$ cat src/cpuPkg.sv
package cpuPkg;

	// ############################################################
	// Widths and basic words
	// ############################################################

	parameter int DataWidth = 16; // Registers and ALU.
	parameter int ByteWidth = 8; // Program memory.

	typedef logic [DataWidth-1:0] wordT;
	typedef logic [ByteWidth-1:0] byteT;
	typedef logic [1:0] regIndexT; // R1..R4 as 0..3.

	// ############################################################
	// Instruction encoding
	// ############################################################

	typedef enum logic [5:0] {
		OpBra  = 6'h00,
		OpBne  = 6'h01,
		OpBeq  = 6'h02,
		OpInc  = 6'h05,
		OpDec  = 6'h06,
		OpAnd  = 6'h0C,
		OpOrr  = 6'h0D,
		OpXor  = 6'h0F,
		OpMovh = 6'h11,
		OpMovl = 6'h14,
		OpAdd  = 6'h15,
		OpSub  = 6'h17
	} opcodeE;

	typedef enum logic [1:0] {
		StepFetchLow  = 2'd0,
		StepFetchHigh = 2'd1,
		StepExecute   = 2'd2
	} stepE;

	// Register form; immediate forms reuse bits 9..8 as Rx and 7..0 as VALUE.
	typedef struct packed {
		opcodeE opcode;
		logic sBit; // Flag write enable.
		logic [2:0] destReg;
		logic [2:0] srcReg1;
		logic [2:0] srcReg2;
	} instrT;

	// ############################################################
	// Datapath control
	// ############################################################

	typedef enum logic [2:0] {AluPassB, AluAdd, AluSub, AluAnd, AluOr, AluXor, AluInc, AluDec} aluOpE;

	typedef enum logic [1:0] {WriteNone, WriteFull, WriteLow, WriteHigh} writeModeE;

	typedef struct packed {
		logic z;
		logic c;
		logic n;
	} flagsT;

	typedef struct packed {
		aluOpE aluOp;
		writeModeE writeMode;
		regIndexT destIndex;
		regIndexT srcAIndex;
		regIndexT srcBIndex;
		logic flagWrite;
		logic branchTake;
	} controlT;

	typedef struct packed {
		logic valid;
		regIndexT index;
		wordT value;
	} regWriteT;

endpackage

$ cat src/fetchUnit.sv
`timescale 1ns/100ps

module fetchUnit #(
	parameter cpuPkg::wordT ResetPc = '0
) (
	input logic Clock,
	input logic arstN,
	input cpuPkg::byteT memData,
	input cpuPkg::controlT control,
	output cpuPkg::wordT memAddress,
	output cpuPkg::instrT instruction,
	output cpuPkg::stepE step
);

	cpuPkg::wordT pc;
	cpuPkg::wordT instrWord; // Assembled from two memory bytes.
	cpuPkg::wordT branchOffset;

	assign memAddress = pc;
	assign instruction = cpuPkg::instrT'(instrWord);
	assign branchOffset = {{(cpuPkg::DataWidth - cpuPkg::ByteWidth){1'b0}},
		instrWord[cpuPkg::ByteWidth-1:0]}; // VALUE, zero extended.

	// ############################################################
	// Step counter and PC
	// ############################################################

	always_ff @(posedge Clock or negedge arstN) begin
		if (!arstN) begin
			pc <= ResetPc;
			step <= cpuPkg::StepFetchLow;
		end else begin
			case (step)
				cpuPkg::StepFetchLow: begin
					step <= cpuPkg::StepFetchHigh;
					pc <= pc + cpuPkg::wordT'(1); // Past the low byte.
				end
				cpuPkg::StepFetchHigh: begin
					step <= cpuPkg::StepExecute;
					pc <= pc + cpuPkg::wordT'(1); // Past the high byte.
				end
				cpuPkg::StepExecute: begin
					step <= cpuPkg::StepFetchLow;
					if (control.branchTake)
						pc <= pc + branchOffset; // PC already points past the instruction.
				end
				default: step <= cpuPkg::StepFetchLow;
			endcase
		end
	end

	always_ff @(posedge Clock) begin
		if (step == cpuPkg::StepFetchLow)
			instrWord[cpuPkg::ByteWidth-1:0] <= memData; // Low byte first.
		if (step == cpuPkg::StepFetchHigh)
			instrWord[cpuPkg::DataWidth-1:cpuPkg::ByteWidth] <= memData;
	end

	assert property (@(posedge Clock) disable iff (!arstN)
		step inside {cpuPkg::StepFetchLow, cpuPkg::StepFetchHigh, cpuPkg::StepExecute});

endmodule

$ cat src/controlDecoder.sv
`timescale 1ns/100ps

module controlDecoder (
	input cpuPkg::instrT instruction,
	input cpuPkg::stepE step,
	input cpuPkg::flagsT flags,
	output cpuPkg::controlT control
);

	cpuPkg::wordT instrWord;
	cpuPkg::regIndexT rxIndex;
	logic executeStep;
	logic regForm; // Writes DSTREG from SREG1 and maybe SREG2.
	logic twoSource;

	assign instrWord = instruction;
	assign rxIndex = instrWord[9:8]; // Immediate forms.
	assign executeStep = (step == cpuPkg::StepExecute);

	// ############################################################
	// Opcode decode
	// ############################################################

	always_comb begin
		control = '0;
		control.aluOp = cpuPkg::AluPassB;
		control.writeMode = cpuPkg::WriteNone;
		regForm = 1'b0;
		twoSource = 1'b0;
		if (executeStep) begin
			control.destIndex = instruction.destReg[1:0]; // Codes 4..7 map to 0..3.
			control.srcAIndex = instruction.srcReg1[1:0];
			control.srcBIndex = instruction.srcReg2[1:0];
			case (instruction.opcode)
				cpuPkg::OpBra: control.branchTake = 1'b1;
				cpuPkg::OpBne: control.branchTake = !flags.z;
				cpuPkg::OpBeq: control.branchTake = flags.z;
				cpuPkg::OpInc: begin
					control.aluOp = cpuPkg::AluInc;
					regForm = 1'b1;
				end
				cpuPkg::OpDec: begin
					control.aluOp = cpuPkg::AluDec;
					regForm = 1'b1;
				end
				cpuPkg::OpAnd: begin
					control.aluOp = cpuPkg::AluAnd;
					regForm = 1'b1;
					twoSource = 1'b1;
				end
				cpuPkg::OpOrr: begin
					control.aluOp = cpuPkg::AluOr;
					regForm = 1'b1;
					twoSource = 1'b1;
				end
				cpuPkg::OpXor: begin
					control.aluOp = cpuPkg::AluXor;
					regForm = 1'b1;
					twoSource = 1'b1;
				end
				cpuPkg::OpAdd: begin
					control.aluOp = cpuPkg::AluAdd;
					regForm = 1'b1;
					twoSource = 1'b1;
				end
				cpuPkg::OpSub: begin
					control.aluOp = cpuPkg::AluSub;
					regForm = 1'b1;
					twoSource = 1'b1;
				end
				cpuPkg::OpMovl: begin
					control.writeMode = cpuPkg::WriteLow;
					control.destIndex = rxIndex;
					control.srcAIndex = rxIndex; // Keeps the other byte.
				end
				cpuPkg::OpMovh: begin
					control.writeMode = cpuPkg::WriteHigh;
					control.destIndex = rxIndex;
					control.srcAIndex = rxIndex;
				end
				default: ; // No operation.
			endcase
			if (regForm) begin
				control.writeMode = cpuPkg::WriteFull;
				control.flagWrite = instruction.sBit;
			end
		end
	end

	// Checked as step 2 ends, while the fetched instruction is still stable.
	assert property (@(negedge executeStep)
		regForm |-> (instruction.destReg[2] && instruction.srcReg1[2]
			&& (!twoSource || instruction.srcReg2[2])));

endmodule

$ cat src/registerFile.sv
`timescale 1ns/100ps

module registerFile (
	input logic Clock,
	input logic arstN,
	input cpuPkg::controlT control,
	input cpuPkg::wordT result,
	output cpuPkg::wordT operandA,
	output cpuPkg::wordT operandB,
	output cpuPkg::regWriteT regWrite
);

	cpuPkg::wordT regs [0:3]; // R1..R4.
	cpuPkg::wordT writeValue;

	assign operandA = regs[control.srcAIndex];
	assign operandB = regs[control.srcBIndex];

	// Byte writes merge the ALU byte with the destination read on port A.
	always_comb begin
		case (control.writeMode)
			cpuPkg::WriteLow: writeValue = {operandA[cpuPkg::DataWidth-1:cpuPkg::ByteWidth],
				result[cpuPkg::ByteWidth-1:0]};
			cpuPkg::WriteHigh: writeValue = {result[cpuPkg::ByteWidth-1:0],
				operandA[cpuPkg::ByteWidth-1:0]};
			default: writeValue = result;
		endcase
	end

	always_comb begin
		regWrite.valid = (control.writeMode != cpuPkg::WriteNone);
		regWrite.index = control.destIndex;
		regWrite.value = writeValue;
	end

	always_ff @(posedge Clock or negedge arstN) begin
		if (!arstN) begin
			for (int i = 0; i < 4; i++)
				regs[i] <= '0;
		end else if (regWrite.valid) begin
			regs[control.destIndex] <= writeValue; // Only in the execute step.
		end
	end

endmodule

$ cat src/arithmeticLogicUnit.sv
`timescale 1ns/100ps

module arithmeticLogicUnit (
	input logic Clock,
	input logic arstN,
	input cpuPkg::controlT control,
	input cpuPkg::wordT operandA,
	input cpuPkg::wordT operandB,
	input cpuPkg::byteT immediate,
	output cpuPkg::wordT result,
	output cpuPkg::flagsT flags
);

	cpuPkg::wordT operandSel; // Register or immediate B side.
	cpuPkg::wordT addend;
	logic carryIn;
	logic [cpuPkg::DataWidth:0] sumExt;
	logic carry;
	cpuPkg::flagsT nextFlags;

	assign operandSel = (control.aluOp == cpuPkg::AluPassB)
		? {{(cpuPkg::DataWidth - cpuPkg::ByteWidth){1'b0}}, immediate} : operandB;

	// ############################################################
	// Shared adder for ADD, SUB, INC and DEC
	// ############################################################

	always_comb begin
		addend = '0;
		carryIn = 1'b0;
		case (control.aluOp)
			cpuPkg::AluAdd: addend = operandSel;
			cpuPkg::AluSub: begin
				addend = ~operandSel; // A plus not B plus one.
				carryIn = 1'b1;
			end
			cpuPkg::AluInc: carryIn = 1'b1;
			cpuPkg::AluDec: addend = '1; // Same as A plus not 1 plus one.
			default: ;
		endcase
	end

	assign sumExt = {1'b0, operandA} + {1'b0, addend} + {{cpuPkg::DataWidth{1'b0}}, carryIn};

	always_comb begin
		result = sumExt[cpuPkg::DataWidth-1:0];
		carry = sumExt[cpuPkg::DataWidth];
		case (control.aluOp)
			cpuPkg::AluAnd: result = operandA & operandSel;
			cpuPkg::AluOr: result = operandA | operandSel;
			cpuPkg::AluXor: result = operandA ^ operandSel;
			cpuPkg::AluPassB: result = operandSel;
			default: ;
		endcase
		if (control.aluOp inside {cpuPkg::AluAnd, cpuPkg::AluOr, cpuPkg::AluXor, cpuPkg::AluPassB})
			carry = 1'b0; // No carry out of logic.
	end

	assign nextFlags.z = (result == '0);
	assign nextFlags.c = carry;
	assign nextFlags.n = result[cpuPkg::DataWidth-1];

	always_ff @(posedge Clock or negedge arstN) begin
		if (!arstN)
			flags <= '0;
		else if (control.flagWrite)
			flags <= nextFlags; // Execute edge, S bit set.
	end

endmodule

$ cat src/cpuTop.sv
`timescale 1ns/100ps

module cpuTop #(
	parameter cpuPkg::wordT ResetPc = '0
) (
	input logic Clock,
	input logic arstN,
	input cpuPkg::byteT memData,
	output cpuPkg::wordT memAddress,
	output cpuPkg::regWriteT regWrite,
	output cpuPkg::flagsT flags
);

	cpuPkg::instrT instruction;
	cpuPkg::stepE step;
	cpuPkg::controlT control;
	cpuPkg::wordT operandA;
	cpuPkg::wordT operandB;
	cpuPkg::wordT result;

	fetchUnit #(
		.ResetPc(ResetPc)
	) i_fetchUnit (
		.Clock(Clock),
		.arstN(arstN),
		.memData(memData),
		.control(control),
		.memAddress(memAddress),
		.instruction(instruction),
		.step(step)
	);

	controlDecoder i_controlDecoder (
		.instruction(instruction),
		.step(step),
		.flags(flags),
		.control(control)
	);

	registerFile i_registerFile (
		.Clock(Clock),
		.arstN(arstN),
		.control(control),
		.result(result),
		.operandA(operandA),
		.operandB(operandB),
		.regWrite(regWrite)
	);

	arithmeticLogicUnit i_arithmeticLogicUnit (
		.Clock(Clock),
		.arstN(arstN),
		.control(control),
		.operandA(operandA),
		.operandB(operandB),
		.immediate(instruction[cpuPkg::ByteWidth-1:0]), // VALUE for MOVL and MOVH.
		.result(result),
		.flags(flags)
	);

endmodule

$ cat config.mk
export PLATFORM = sky130hd
export DESIGN_NAME = cpuTop
export DESIGN_NICKNAME = d
export VERILOG_FILES = /design/src/cpuPkg.sv /design/src/fetchUnit.sv /design/src/controlDecoder.sv /design/src/registerFile.sv /design/src/arithmeticLogicUnit.sv /design/src/cpuTop.sv
export SDC_FILE = /design/constraint.sdc
export NUM_CORES = 1
export LEC_CHECK = 0
export BUFFER_PORTS_ARGS = -buffer_cell sky130_fd_sc_hd__buf_2
export CAP_MARGIN = 20
export CORE_MARGIN = 4
export CORE_UTILIZATION = 57
export DETAILED_ROUTE_END_ITERATION = 7
export HOLD_SLACK_MARGIN = 0.1
export PLACE_DENSITY = 0.87
export SLEW_MARGIN = 20
export SYNTH_ARGS = -nofsm -noshare
export SYNTH_HDL_FRONTEND = slang
export SYNTH_SLANG_ARGS = --single-unit
export TNS_END_PERCENT = 5
$ cat constraint.sdc
create_clock -name Clock -period 11.4 [get_ports Clock]
set_clock_uncertainty 0.2 [all_clocks]
set_input_delay 1.14 -clock Clock [delete_from_list [all_inputs] [get_ports Clock]]
set_output_delay 1.14 -clock Clock [all_outputs]
set_load 0.03 [all_outputs]
==> reports/summary.log, run 1 <==
INFO  floorplan      count_of_standard_cell_rows=42
INFO  timing         share_of_the_cycle_needed_by_the_critical_path_after_routing=0.611
INFO  global_route   grt_max_degree=68
INFO  timing         finalHoldViolCount=0
INFO  global_route   grt_pass1_wl=34600um
INFO  drt            avgViaCountPerCell=6.45
INFO  yosys          ys_ff_latch=101
INFO  floorplan      initial_core_util=0.590
INFO  yosys          postSynthCellCount=849
INFO  critical_path  timing.critical_path.mode_cell=sky130_fd_sc_hd__a21oi_1
INFO  timing         setup_slack=4.44ns
INFO  critical_path  setup.worst_path.class=reg2out
INFO  clock_tree     post_cts_resize_count=0
INFO  finish         nNetsFinal=945
INFO  global_route   global_routing_usage_summed_across_all_routing_layers=0.269
INFO  drt            drcViolationCount=0
INFO  finish         instances_no_fill=1058
INFO  yosys          synth-edff-count=16
INFO  finish         final_common_cell=sky130_fd_sc_hd__dfrtp_1
INFO  yosys          synth-warning-count=0
INFO  clock_tree     tritoncts_num_sinks=101
INFO  yosys          synth_area_leaders=sky130_fd_sc_hd__dfrtp_1 27%, sky130_fd_sc_hd__ha_1 8.7%, sky130_fd_sc_hd__mux2_2 8.7%
INFO  floorplan      die_w=126um
INFO  critical_path  r2r_slack=5.78ns
INFO  clock_tree     post_cts_hold_buffer_count=0
INFO  finish         n_fill_cell=1083
INFO  power_and_ir_drop p_leak=3.83nW
INFO  floorplan      io-pin-count=48
INFO  drt            antenna_violating_nets_post_route=0
INFO  finish         mostFrequentLayoutCells=85 x sky130_fd_sc_hd__dfrtp_1, 61 x sky130_fd_sc_hd__mux2_2, 58 x sky130_fd_sc_hd__inv_1, 57 x sky130_fd_sc_hd__nand2_1, 57 x sky130_fd_sc_hd__o21ai_0
INFO  finish         final_util=0.638
INFO  power_and_ir_drop power.density=111mW/mm2
INFO  critical_path  rr_worst_depth=18
INFO  floorplan      fp.dieH=126um
INFO  drt            drt_first_iter_violations=713
INFO  yosys          synth.net_count=917
INFO  flow_run       max_cap_viol_count=0
INFO  power_and_ir_drop design_power_total=951uW
INFO  critical_path  crit_path_cell_trace=buf_4 > nor2b_1 > a21oi_1 > o211ai_2 > buf_4 > a21oi_1 > o21ai_0 > xor2_1 > o21ai_0 > ha_1 > a211oi_1 > o21bai_1 > a211o_1 > a221oi_1 > a21oi_1 > a21boi_0 > inv_1 > buf_2
INFO  clock_tree     h_tree_level_count=3
INFO  placement      numPlacedInstances=1040
INFO  finish         syn2layout_area_growth=8.07%
INFO  finish         drive_gt1_frac=0.187
INFO  critical_path  worstPathArrival=5.62ns
INFO  drt            drt_pass1_iterations=5
INFO  clock_tree     cts_buffer_depth=2
INFO  clock_tree     cts_root_buf=sky130_fd_sc_hd__clkbuf_16
INFO  timing         max-slew-margin-rel=0.276
INFO  worst_hold_path holdPathStages=1
INFO  critical_path  worstReg2RegEnd=i_arithmeticLogicUnit.flags[2]$_DFFE_PN0P_
INFO  critical_path  crit_family=compound AO/OA/AOI/OAI gates
INFO  yosys          synth_area_per_cell=9.35um2
INFO  critical_path  worstSetupStartpointType=flop
INFO  timing         worstMarginPinSlew=1.08ns
INFO  critical_path  crit_slowest_cell=sky130_fd_sc_hd__a221oi_1
INFO  worst_hold_path min_from=i_fetchUnit.memAddress[15]$_DFFE_PN0P_
INFO  timing         timing_max_transition_violations_final=0
INFO  critical_path  cp_data_required_time=10.06ns
INFO  critical_path  critPathBufInv=4
INFO  yosys          synth_cell_types=71
INFO  clock_tree     cts_post_setup_buffers_inserted=0
INFO  timing         period_needed=6.96ns
INFO  finish         antenna_cells_inserted=0
INFO  worst_hold_path timing.hold.worst.class=reg2reg
INFO  outcome        status=finished clean
INFO  floorplan      die-area=0.0159mm2
INFO  yosys          ys_async_sr_fraction=0.842
INFO  timing         setup_tns_final=0ns
INFO  clock_tree     cts.reportedPaths.clkPinSlew=0.08ns
INFO  yosys          syn_area=0.00794mm2
INFO  critical_path  regToRegStartpoint=i_fetchUnit.instruction[11]$_DFFE_PP_
INFO  critical_path  max_stage_delay=0.58ns
INFO  power_and_ir_drop max_rail_drop_vdd=0.0994mV
INFO  yosys          synth.top_cell.area_share=0.268
INFO  placement      place.port_buffers=47
INFO  critical_path  worstSetupEndpointType=primary output
INFO  placement      globalplace.congestion=1.06
INFO  placement      dp_slack=5.00ns
INFO  drt            post_drt_wl_per_cell=20.1um
INFO  floorplan      fp.coreArea=0.0135mm2
INFO  timing         setup_violations=0
INFO  clock_tree     cts_inserted_buffers=9
INFO  global_route   grt_antenna_before_repair=0
INFO  drt            totalWireLength=21200um
INFO  global_route   first_global_vias=6597
INFO  timing         fmax=144MHz
INFO  worst_hold_path worstHoldEndpoint=i_fetchUnit.memAddress[15]$_DFFE_PN0P_
INFO  global_route   global_route.overflow_total=0
INFO  yosys          synth_top_area_cell=sky130_fd_sc_hd__dfrtp_1
INFO  drt            count_of_vias_placed_by_the_detailed_router=6825
INFO  clock_tree     clock_latency=0.36ns
INFO  yosys          synth_seq_area_share=0.329
INFO  critical_path  timing.critical_path.fanout_max=50
INFO  placement      detailed_place_hpwl=14900um
INFO  clock_tree     tritoncts=yes
INFO  yosys          ys_dominant_reg_cell=sky130_fd_sc_hd__dfrtp_1
INFO  timing         grt_setup_unrepaired=false
## flip-flops by register name, summed over array words and instances, names as in the netlist
signal and cells:
i_arithmeticLogicUnit.flags 3, i_fetchUnit.step 2, i_registerFile.regs 64, i_fetchUnit.instruction 16, i_fetchUnit.memAddress 16
## metrics by stage
stage	hold WS, ns	area [um2]
3_3_place_gp	0.253	8270
2_1_floorplan	0.263	7940
5_1_grt	0.293	8580
6_report	0.268	8580
4_1_cts	0.271	8560
3_5_place_dp	0.253	8270
## metal layers
| layer | vias up | track usage | wire length, um |
|---|---|---|---|
| li1 | 3140 | - | - |
| met1 | 3288 | 0.370 | 9080 |
| met2 | 336 | 0.413 | 9580 |
| met3 | 61 | 0.0584 | 1810 |
| met4 | 0 | 0.110 | 741 |
| met5 | - | 0 | 0 |
## Yosys cell counts, types with 21 or more instances
library cell,instances
sky130_fd_sc_hd__a211oi_1,22
sky130_fd_sc_hd__a21oi_1,44
sky130_fd_sc_hd__dfrtp_1,85
sky130_fd_sc_hd__ha_1,55
sky130_fd_sc_hd__inv_1,58
sky130_fd_sc_hd__mux2_2,61
sky130_fd_sc_hd__mux2i_1,47
sky130_fd_sc_hd__nand2_1,57
sky130_fd_sc_hd__nand3_1,29
sky130_fd_sc_hd__nor2_1,52
sky130_fd_sc_hd__nor2b_1,21
sky130_fd_sc_hd__o21ai_0,57
sky130_fd_sc_hd__xor2_1,25
## cell type report
class                           instances  area, um2  share of cell area
Sequential cell                       101       2610               0.304
Clock buffer                            9        225              0.0263
Timing Repair Buffer                   62        354              0.0413
Clock inverter                          7       66.3             0.00773
Inverter                               58        218              0.0254
Multi-Input combinational cell        645       4890               0.570
Tap cell                              176        220              0.0257
## cells by family after synthesis
| group | Yosys count | share of synthesized area |
|---|---|---|
| fa+ha+maj | 58 | 0.0943 |
| compound gates | 228 | 0.196 |
| mux | 111 | 0.151 |
| xor+xnor | 37 | 0.0408 |
| buf+inv | 103 | 0.0575 |
| simple gates | 211 | 0.132 |
| flops | 101 | 0.329 |
## power by group
group | internal [mW] | switching (mW)
clock network | 0.153 | 0.149
logic | 0.0837 | 0.131
registers | 0.402 | 0.0325
total | 0.639 | 0.312
## worst max path at each step
stage / from / endpoint / slack [ns] / cells past startpoint
after floorplan: i_fetchUnit.instruction[14]$_DFFE_PP_ / regWrite[14] / 5.62 / 20
after global placement: i_fetchUnit.instruction[11]$_DFFE_PP_ / regWrite[14] / 5.15 / 20
after detailed placement: i_fetchUnit.instruction[11]$_DFFE_PP_ / regWrite[14] / 5.00 / 20
after CTS: i_fetchUnit.instruction[11]$_DFFE_PP_ / regWrite[13] / 4.56 / 19
after global routing: i_fetchUnit.instruction[11]$_DFFE_PP_ / regWrite[13] / 3.86 / 19
final: i_fetchUnit.instruction[11]$_DFFE_PP_ / regWrite[13] / 4.44 / 18
Note: power is estimated with default switching activity, not from simulation.
==> inputs of run 2 (changes only) <==
==> constraint.sdc (replaced) <==
create_clock -name Clock -period 7 [get_ports Clock]
set_clock_uncertainty 0.2 [all_clocks]
set_input_delay 0.7 -clock Clock [delete_from_list [all_inputs] [get_ports Clock]]
set_output_delay 0.7 -clock Clock [all_outputs]
set_load 0.03 [all_outputs]
==> reports/summary.log, run 2 (synthesis gave the netlist of run 1 again) <==
INFO  critical_path  timing.critical_path.fanout_max=19 [-62%]
INFO  critical_path  worstPathArrival=5.69ns [+0.07 ns]
INFO  finish         syn2layout_area_growth=8.17% [about the same]
INFO  finish         drive_gt1_frac=0.186 [-0.000923]
INFO  floorplan      fp.coreArea=0.0135mm2 [unchanged]
INFO  drt            avgViaCountPerCell=6.48 [+0.39%]
INFO  clock_tree     post_cts_resize_count=0 [unchanged]
INFO  drt            count_of_vias_placed_by_the_detailed_router=6845 [+0.29%]
INFO  worst_hold_path timing.hold.worst.class=in2async
INFO  floorplan      count_of_standard_cell_rows=42 [unchanged]
INFO  clock_tree     cts_inserted_buffers=9 [unchanged]
INFO  global_route   first_global_vias=6421 [-2.7%]
INFO  critical_path  worstReg2RegEnd=i_registerFile.regs[14]$_DFFE_PN0P_
INFO  clock_tree     cts_root_buf=sky130_fd_sc_hd__clkbuf_16
INFO  critical_path  regToRegStartpoint=i_fetchUnit.instruction[10]$_DFFE_PP_
INFO  finish         antenna_cells_inserted=0 [unchanged]
INFO  finish         final-seq-area=0.00261mm2 [unchanged]
INFO  critical_path  r2r_slack=1.31ns [-4.47 ns]
INFO  critical_path  timing.critical_path.mode_cell=sky130_fd_sc_hd__inv_1
INFO  timing         worstMarginPinSlew=1.10ns [+0.0115 ns]
INFO  placement      globalplace.congestion=0.964 [-9.0%]
INFO  floorplan      initial_core_util=0.590 [unchanged]
INFO  drt            antenna_violating_nets_post_route=0 [unchanged]
INFO  timing         whs=0.183ns [-0.0853 ns]
INFO  drt            drt_pass1_iterations=5 [unchanged]
INFO  timing         period_needed=6.59ns
INFO  finish         n_fill_cell=1052 [-2.9%]
INFO  clock_tree     tritoncts=yes
INFO  power_and_ir_drop p_leak=3.84nW [+0.23%]
INFO  finish         final_common_cell=sky130_fd_sc_hd__dfrtp_1
INFO  placement      place.port_buffers=47 [unchanged]
INFO  critical_path  cp_data_required_time=6.10ns [-3.96 ns]
INFO  timing         setup_violations=0 [unchanged]
INFO  clock_tree     cts_buffer_depth=2 [unchanged]
INFO  placement      numPlacedInstances=1042 [+0.19%]
INFO  timing         fmax=152MHz
INFO  clock_tree     tritoncts_num_sinks=101 [unchanged]
INFO  clock_tree     cts.reportedPaths.clkPinSlew=0.07ns [about the same]
INFO  clock_tree     cts_post_setup_buffers_inserted=0 [unchanged]
INFO  timing         finalHoldViolCount=0 [unchanged]
INFO  timing         timing_max_transition_violations_final=0 [unchanged]
INFO  critical_path  max_stage_delay=0.66ns [+0.08 ns]
INFO  finish         instances_no_fill=1057 [-0.095%]
INFO  global_route   grt_max_degree=86 [+26%]
INFO  drt            post_drt_wl_per_cell=20.0um [-0.50%]
INFO  placement      place_area=0.00829mm2 [+0.23%]
INFO  clock_tree     h_tree_level_count=3 [unchanged]
INFO  placement      detailed_place_hpwl=15200um [+1.7%]
INFO  drt            drcViolationCount=0 [unchanged]
INFO  global_route   grt_pass1_wl=34300um [-0.78%]
INFO  critical_path  critical_path_depth=18 [unchanged]
INFO  critical_path  worstSetupStartpointType=flop
INFO  clock_tree     post_cts_hold_buffer_count=0 [unchanged]
INFO  timing         grt_setup_unrepaired=false
INFO  finish         flip_flop_count_of_the_largest_register_all_copies_and_words_added=64 [unchanged]
INFO  finish         mostFrequentLayoutCells=85 x sky130_fd_sc_hd__dfrtp_1, 61 x sky130_fd_sc_hd__mux2_2, 58 x sky130_fd_sc_hd__inv_1, 57 x sky130_fd_sc_hd__nand2_1, 57 x sky130_fd_sc_hd__o21ai_0
INFO  global_route   global_route.overflow_total=0 [unchanged]
INFO  critical_path  rr_worst_depth=17 [-1]
INFO  global_route   grt_antenna_before_repair=0 [unchanged]
INFO  critical_path  crit_family=compound AO/OA/AOI/OAI gates
INFO  floorplan      die-area=0.0159mm2 [unchanged]
INFO  floorplan      die_w=126um [unchanged]
INFO  timing         max-slew-margin-rel=0.267 [-0.00926]
INFO  finish         finish.instance_area=0.00858mm2 [about the same]
INFO  global_route   global_routing_usage_summed_across_all_routing_layers=0.264 [-0.00427]
INFO  finish         registers.top_by_ff_count=i_registerFile.regs
INFO  critical_path  crit_slowest_cell=sky130_fd_sc_hd__edfxtp_1
INFO  timing         setup_tns_final=0ns [unchanged]
INFO  timing         share_of_the_cycle_needed_by_the_critical_path_after_routing=0.941
INFO  power_and_ir_drop power.density=181mW/mm2 [+64%]
INFO  drt            drt_first_iter_violations=844 [+18%]
INFO  critical_path  crit_path_cell_trace=buf_4 > xor2_1 > nand3_1 > a21oi_4 > buf_4 > mux2i_1 > mux2_2 > inv_1 > ha_1 > inv_1 > o21ai_0 > a21boi_0 > a221oi_1 > xor2_1 > a21oi_1 > a21boi_1 > inv_1 > buf_2
INFO  critical_path  setup.worst_path.class=reg2out
INFO  power_and_ir_drop max_rail_drop_vdd=0.178mV [+79%]
INFO  critical_path  critPathBufInv=6 [+2]
INFO  clock_tree     clock_latency=0.35ns [about the same]
INFO  floorplan      io-pin-count=48 [unchanged]
INFO  finish         nNetsFinal=945 [unchanged]
INFO  critical_path  worstSetupEndpointType=primary output
INFO  finish         multi_input_comb_area=0.00489mm2 [unchanged]
INFO  drt            totalWireLength=21100um [-0.59%]
INFO  floorplan      fp.dieH=126um [unchanged]
INFO  outcome        status=finished clean
INFO  flow_run       max_cap_viol_count=0 [unchanged]
## run 2: metrics by stage
step / worst slack (ns) / utilization / power, mW
final: 0.414 / 0.638 / 1.56
after global routing: 0.105 / 0.638 / 1.63
after CTS: 0.403 / 0.638 / 1.56
after detailed placement: 0.908 / 0.616 / 1.06
after global placement: 1.09 / 0.615 / 1.05
after floorplan: 1.66 / - / 0.958
## run 2: routing by layer
metal / vias up / track usage / share of wire / wire length [um]
li1: 3132 / - / - / -
met1: 3285 / 0.390 / 0.44 / 9300
met2: 365 / 0.401 / 0.44 / 9350
met3: 63 / 0.0356 / 0.081 / 1700
met4: 0 / 0.0934 / 0.035 / 743
met5: - / 0 / 0 / 0
## run 2: area by class of cell
cell class	count	share of cell area
Inverter	58	0.0254
Tap cell	176	0.0257
Multi-Input combinational cell	645	0.569
Clock buffer	12	0.0310
Sequential cell	101	0.304
Clock inverter	3	0.00335
Timing Repair Buffer	62	0.0417
## run 2: how the worst max path moves through the flow
| stage | endpoint | startpoint | slack, ns |
|---|---|---|---|
| after CTS | regWrite[13] | i_fetchUnit.instruction[10]$_DFFE_PP_ | 0.40 |
| after detailed placement | regWrite[13] | i_fetchUnit.instruction[10]$_DFFE_PP_ | 0.91 |
| after floorplan | regWrite[14] | i_fetchUnit.instruction[14]$_DFFE_PP_ | 1.66 |
| after global placement | regWrite[13] | i_fetchUnit.instruction[10]$_DFFE_PP_ | 1.09 |
| after global routing | regWrite[14] | i_fetchUnit.instruction[10]$_DFFE_PP_ | 0.11 |
| final | regWrite[13] | i_fetchUnit.instruction[10]$_DFFE_PP_ | 0.41 |
## run 2: worst register-to-register path, delay by kind of cell (launching register included)
kind	cells	cell delay, ns
AO/OA/AOI/OAI	6	2.06
XOR/XNOR	1	0.35
adder cells (fa/ha/maj)	2	0.71
buffers and inverters	2	0.41
flip-flops	1	0.66
multiplexers	3	0.74
AND/OR/NAND/NOR	3	0.44
## run 2: power breakdown
group	internal, mW	leakage, nW	switching, mW
Clock	0.272	0.147	0.226
Sequential	0.654	1.28	0.0566
Combinational	0.136	2.41	0.212
Total	1.06	3.84	0.495
==> inputs of run 3 (changes only) <==
--- a/config.mk
+++ b/config.mk
@@ -11,7 +11,7 @@
 export CORE_UTILIZATION = 57
 export DETAILED_ROUTE_END_ITERATION = 7
 export HOLD_SLACK_MARGIN = 0.1
-export PLACE_DENSITY = 0.87
+export PLACE_DENSITY = 0.81
 export SLEW_MARGIN = 20
 export SYNTH_ARGS = -nofsm -noshare
 export SYNTH_HDL_FRONTEND = slang
==> reports/summary.log, run 3 (synthesis gave the netlist of run 1 again) <==
INFO  outcome        status=finished clean
INFO  finish         n_fill_cell=1114 [+5.9%]
INFO  global_route   grt_pass1_wl=34500um [+0.52%]
INFO  placement      detailed_place_hpwl=15000um [-0.80%]
INFO  power_and_ir_drop power.density=179mW/mm2 [-1.5%]
INFO  floorplan      count_of_standard_cell_rows=42 [unchanged]
INFO  critical_path  worstSetupEndpointType=primary output
INFO  timing         setup_violations=0 [unchanged]
INFO  clock_tree     cts.reportedPaths.clkPinSlew=0.07ns [about the same]
INFO  timing         fmax=157MHz [+3.1%]
INFO  floorplan      fp.coreArea=0.0135mm2 [unchanged]
INFO  timing         worstMarginPinSlew=1.13ns [+0.0329 ns]
INFO  placement      globalplace.congestion=0.970 [+0.63%]
INFO  finish         nNetsFinal=948 [+0.32%]
INFO  floorplan      die_w=126um [unchanged]
INFO  placement      place.port_buffers=47 [unchanged]
INFO  global_route   global_route.overflow_total=0 [unchanged]
INFO  finish         final_common_cell=sky130_fd_sc_hd__dfrtp_1
INFO  finish         mostFrequentLayoutCells=85 x sky130_fd_sc_hd__dfrtp_1, 61 x sky130_fd_sc_hd__mux2_2, 58 x sky130_fd_sc_hd__inv_1, 57 x sky130_fd_sc_hd__nand2_1, 57 x sky130_fd_sc_hd__o21ai_0
INFO  power_and_ir_drop cellInternalPower=1.05mW [-1.0%]
INFO  power_and_ir_drop power.share.combinational=0.230 [+0.006]
INFO  power_and_ir_drop pwr-share-seq=0.462 [+0.006]
INFO  finish         drive_gt1_frac=0.187 [+0.000499]
INFO  clock_tree     tritoncts_num_sinks=101 [unchanged]
INFO  finish         flip_flop_count_of_the_largest_register_all_copies_and_words_added=64 [unchanged]
INFO  floorplan      die-area=0.0159mm2 [unchanged]
INFO  timing         max-slew-margin-rel=0.247 [-0.0204]
INFO  timing         period_needed=6.39ns [-0.201 ns]
INFO  clock_tree     cts_root_buf=sky130_fd_sc_hd__clkbuf_16
INFO  critical_path  worstSetupStartpointType=flop
INFO  critical_path  cp_data_required_time=6.10ns [about the same]
INFO  drt            totalWireLength=21200um [+0.51%]
INFO  finish         syn2layout_area_growth=8.15% [about the same]
INFO  global_route   grt_max_degree=62 [-28%]
INFO  global_route   first_global_vias=6601 [+2.8%]
INFO  power_and_ir_drop netSwitchingFraction=0.314 [-0.00354]
INFO  finish         final_util=0.638 [about the same]
INFO  drt            drt_pass1_iterations=5 [unchanged]
INFO  floorplan      fp.dieH=126um [unchanged]
INFO  timing         timing_max_transition_violations_final=0 [unchanged]
INFO  worst_hold_path timing.hold.worst.class=reg2reg
INFO  drt            count_of_vias_placed_by_the_detailed_router=6805 [-0.58%]
INFO  global_route   grt_antenna_before_repair=0 [unchanged]
INFO  drt            drt_first_iter_violations=973 [+15%]
INFO  clock_tree     cts_inserted_buffers=9 [unchanged]
INFO  flow_run       max_cap_viol_count=0 [unchanged]
INFO  critical_path  worstPathArrival=5.49ns [-0.20 ns]
INFO  timing         grt_setup_unrepaired=false
INFO  floorplan      io-pin-count=48 [unchanged]
INFO  drt            antenna_violating_nets_post_route=0 [unchanged]
INFO  timing         setup_tns_final=0ns [unchanged]
INFO  timing         share_of_the_cycle_needed_by_the_critical_path_after_routing=0.912 [-0.0287]
INFO  clock_tree     post_cts_resize_count=0 [unchanged]
INFO  power_and_ir_drop p_leak=3.84nW [+0.12%]
INFO  power_and_ir_drop clockPowerShare=0.308 [-0.012]
INFO  clock_tree     tritoncts=yes
INFO  timing         finalHoldViolCount=0 [unchanged]
INFO  clock_tree     cts_buffer_depth=2 [unchanged]
INFO  power_and_ir_drop total_switching_power=482uW [-2.6%]
INFO  finish         antenna_cells_inserted=0 [unchanged]
INFO  clock_tree     clock_latency=0.35ns [about the same]
INFO  critical_path  timing.critical_path.fanout_max=29 [+10]
INFO  clock_tree     h_tree_level_count=3 [unchanged]
INFO  floorplan      initial_core_util=0.590 [unchanged]
INFO  global_route   global_routing_usage_summed_across_all_routing_layers=0.270 [+0.00520]
INFO  critical_path  setup.worst_path.class=reg2out
INFO  drt            avgViaCountPerCell=6.42 [-0.87%]
INFO  power_and_ir_drop max_rail_drop_vdd=0.175mV [-1.9%]
INFO  drt            post_drt_wl_per_cell=20.0um [+0.22%]
INFO  finish         registers.top_by_ff_count=i_registerFile.regs
INFO  drt            drcViolationCount=0 [unchanged]
[run 3: final timing paths]
check,endpoint,slack [ns],depth (start not counted),start
max in group asynchronous,i_registerFile.regs[58]$_DFFE_PN0P_,4.91,3,arstN
worst min register to register,i_fetchUnit.memAddress[15]$_DFFE_PN0P_,0.27,1,i_fetchUnit.memAddress[15]$_DFFE_PN0P_
worst max register to register,i_registerFile.regs[14]$_DFFE_PN0P_,1.50,16,i_fetchUnit.instruction[10]$_DFFE_PP_
worst max-delay path,regWrite[13],0.61,18,i_fetchUnit.instruction[10]$_DFFE_PP_
min in group asynchronous,i_fetchUnit.memAddress[2]$_DFFE_PN0P_,0.60,2,arstN
worst min-delay path,i_fetchUnit.memAddress[15]$_DFFE_PN0P_,0.27,1,i_fetchUnit.memAddress[15]$_DFFE_PN0P_
[run 3: power by group through the flow]
stage	Sequential, mW	Clock (mW)	Combinational, mW
final	0.708	0.473	0.353
after detailed placement	0.717	0	0.347
after floorplan	0.752	0	0.206
after CTS	0.707	0.482	0.351
after global routing	0.716	0.502	0.391
after global placement	0.715	0	0.333
[run 3: worst max-delay path, cell delays in order, from the launching register on]
cell,delay [ns]
sky130_fd_sc_hd__edfxtp_1,0.67
sky130_fd_sc_hd__buf_4,0.30
sky130_fd_sc_hd__xor2_1,0.30
sky130_fd_sc_hd__nand3_1,0.19
sky130_fd_sc_hd__a21oi_4,0.21
sky130_fd_sc_hd__buf_4,0.47
sky130_fd_sc_hd__mux2i_1,0.28
sky130_fd_sc_hd__mux2i_1,0.18
sky130_fd_sc_hd__ha_1,0.41
sky130_fd_sc_hd__o21ai_0,0.14
sky130_fd_sc_hd__o21ai_0,0.42
sky130_fd_sc_hd__nand4_1,0.25
sky130_fd_sc_hd__a221oi_1,0.34
sky130_fd_sc_hd__xor2_1,0.11
sky130_fd_sc_hd__a21oi_1,0.22
sky130_fd_sc_hd__a21boi_0,0.22
sky130_fd_sc_hd__buf_4,0.18
sky130_fd_sc_hd__inv_1,0.05
sky130_fd_sc_hd__buf_2,0.17
[run 3: area by class of cell]
class | count | area [um2] | area share
clock buffers | 12 | 256 | 0.0299
clock inverters | 3 | 20.0 | 0.00233
flip-flops and latches | 101 | 2610 | 0.304
multi-input cells | 645 | 4890 | 0.569
inverters | 58 | 218 | 0.0254
repair buffers | 65 | 375 | 0.0437
well taps | 176 | 220 | 0.0257
[run 3: routing by layer]
metal  wire length [um]  vias to the layer above  track usage
li1                   -                     3146            -
met3               1690                       63       0.0500
met2               9610                      346        0.406
met5                  0                        -            0
met1               9170                     3250        0.378
met4                729                        0        0.126
[run 3: through the flow]
step / area [um2] / cells / power [mW] / setup WS, ns / hold WS (ns)
after floorplan: 7940 / 849 / 0.958 / 1.66 / 0.204
after global placement: 8300 / 1044 / 1.05 / 1.24 / 0.253
after detailed placement: 8300 / 1044 / 1.06 / 1.10 / 0.259
after CTS: 8580 / 1060 / 1.54 / 0.699 / 0.272
after global routing: 8580 / 1060 / 1.61 / 0.210 / 0.308
final: 8580 / 1060 / 1.53 / 0.615 / 0.267
[run 3: repair_timing]
action                     in CTS  in global routing
setup endpoints to repair       0                  0
hold buffers                    1                  0
hold endpoints to repair       24                  0
buffers inserted                0                  0
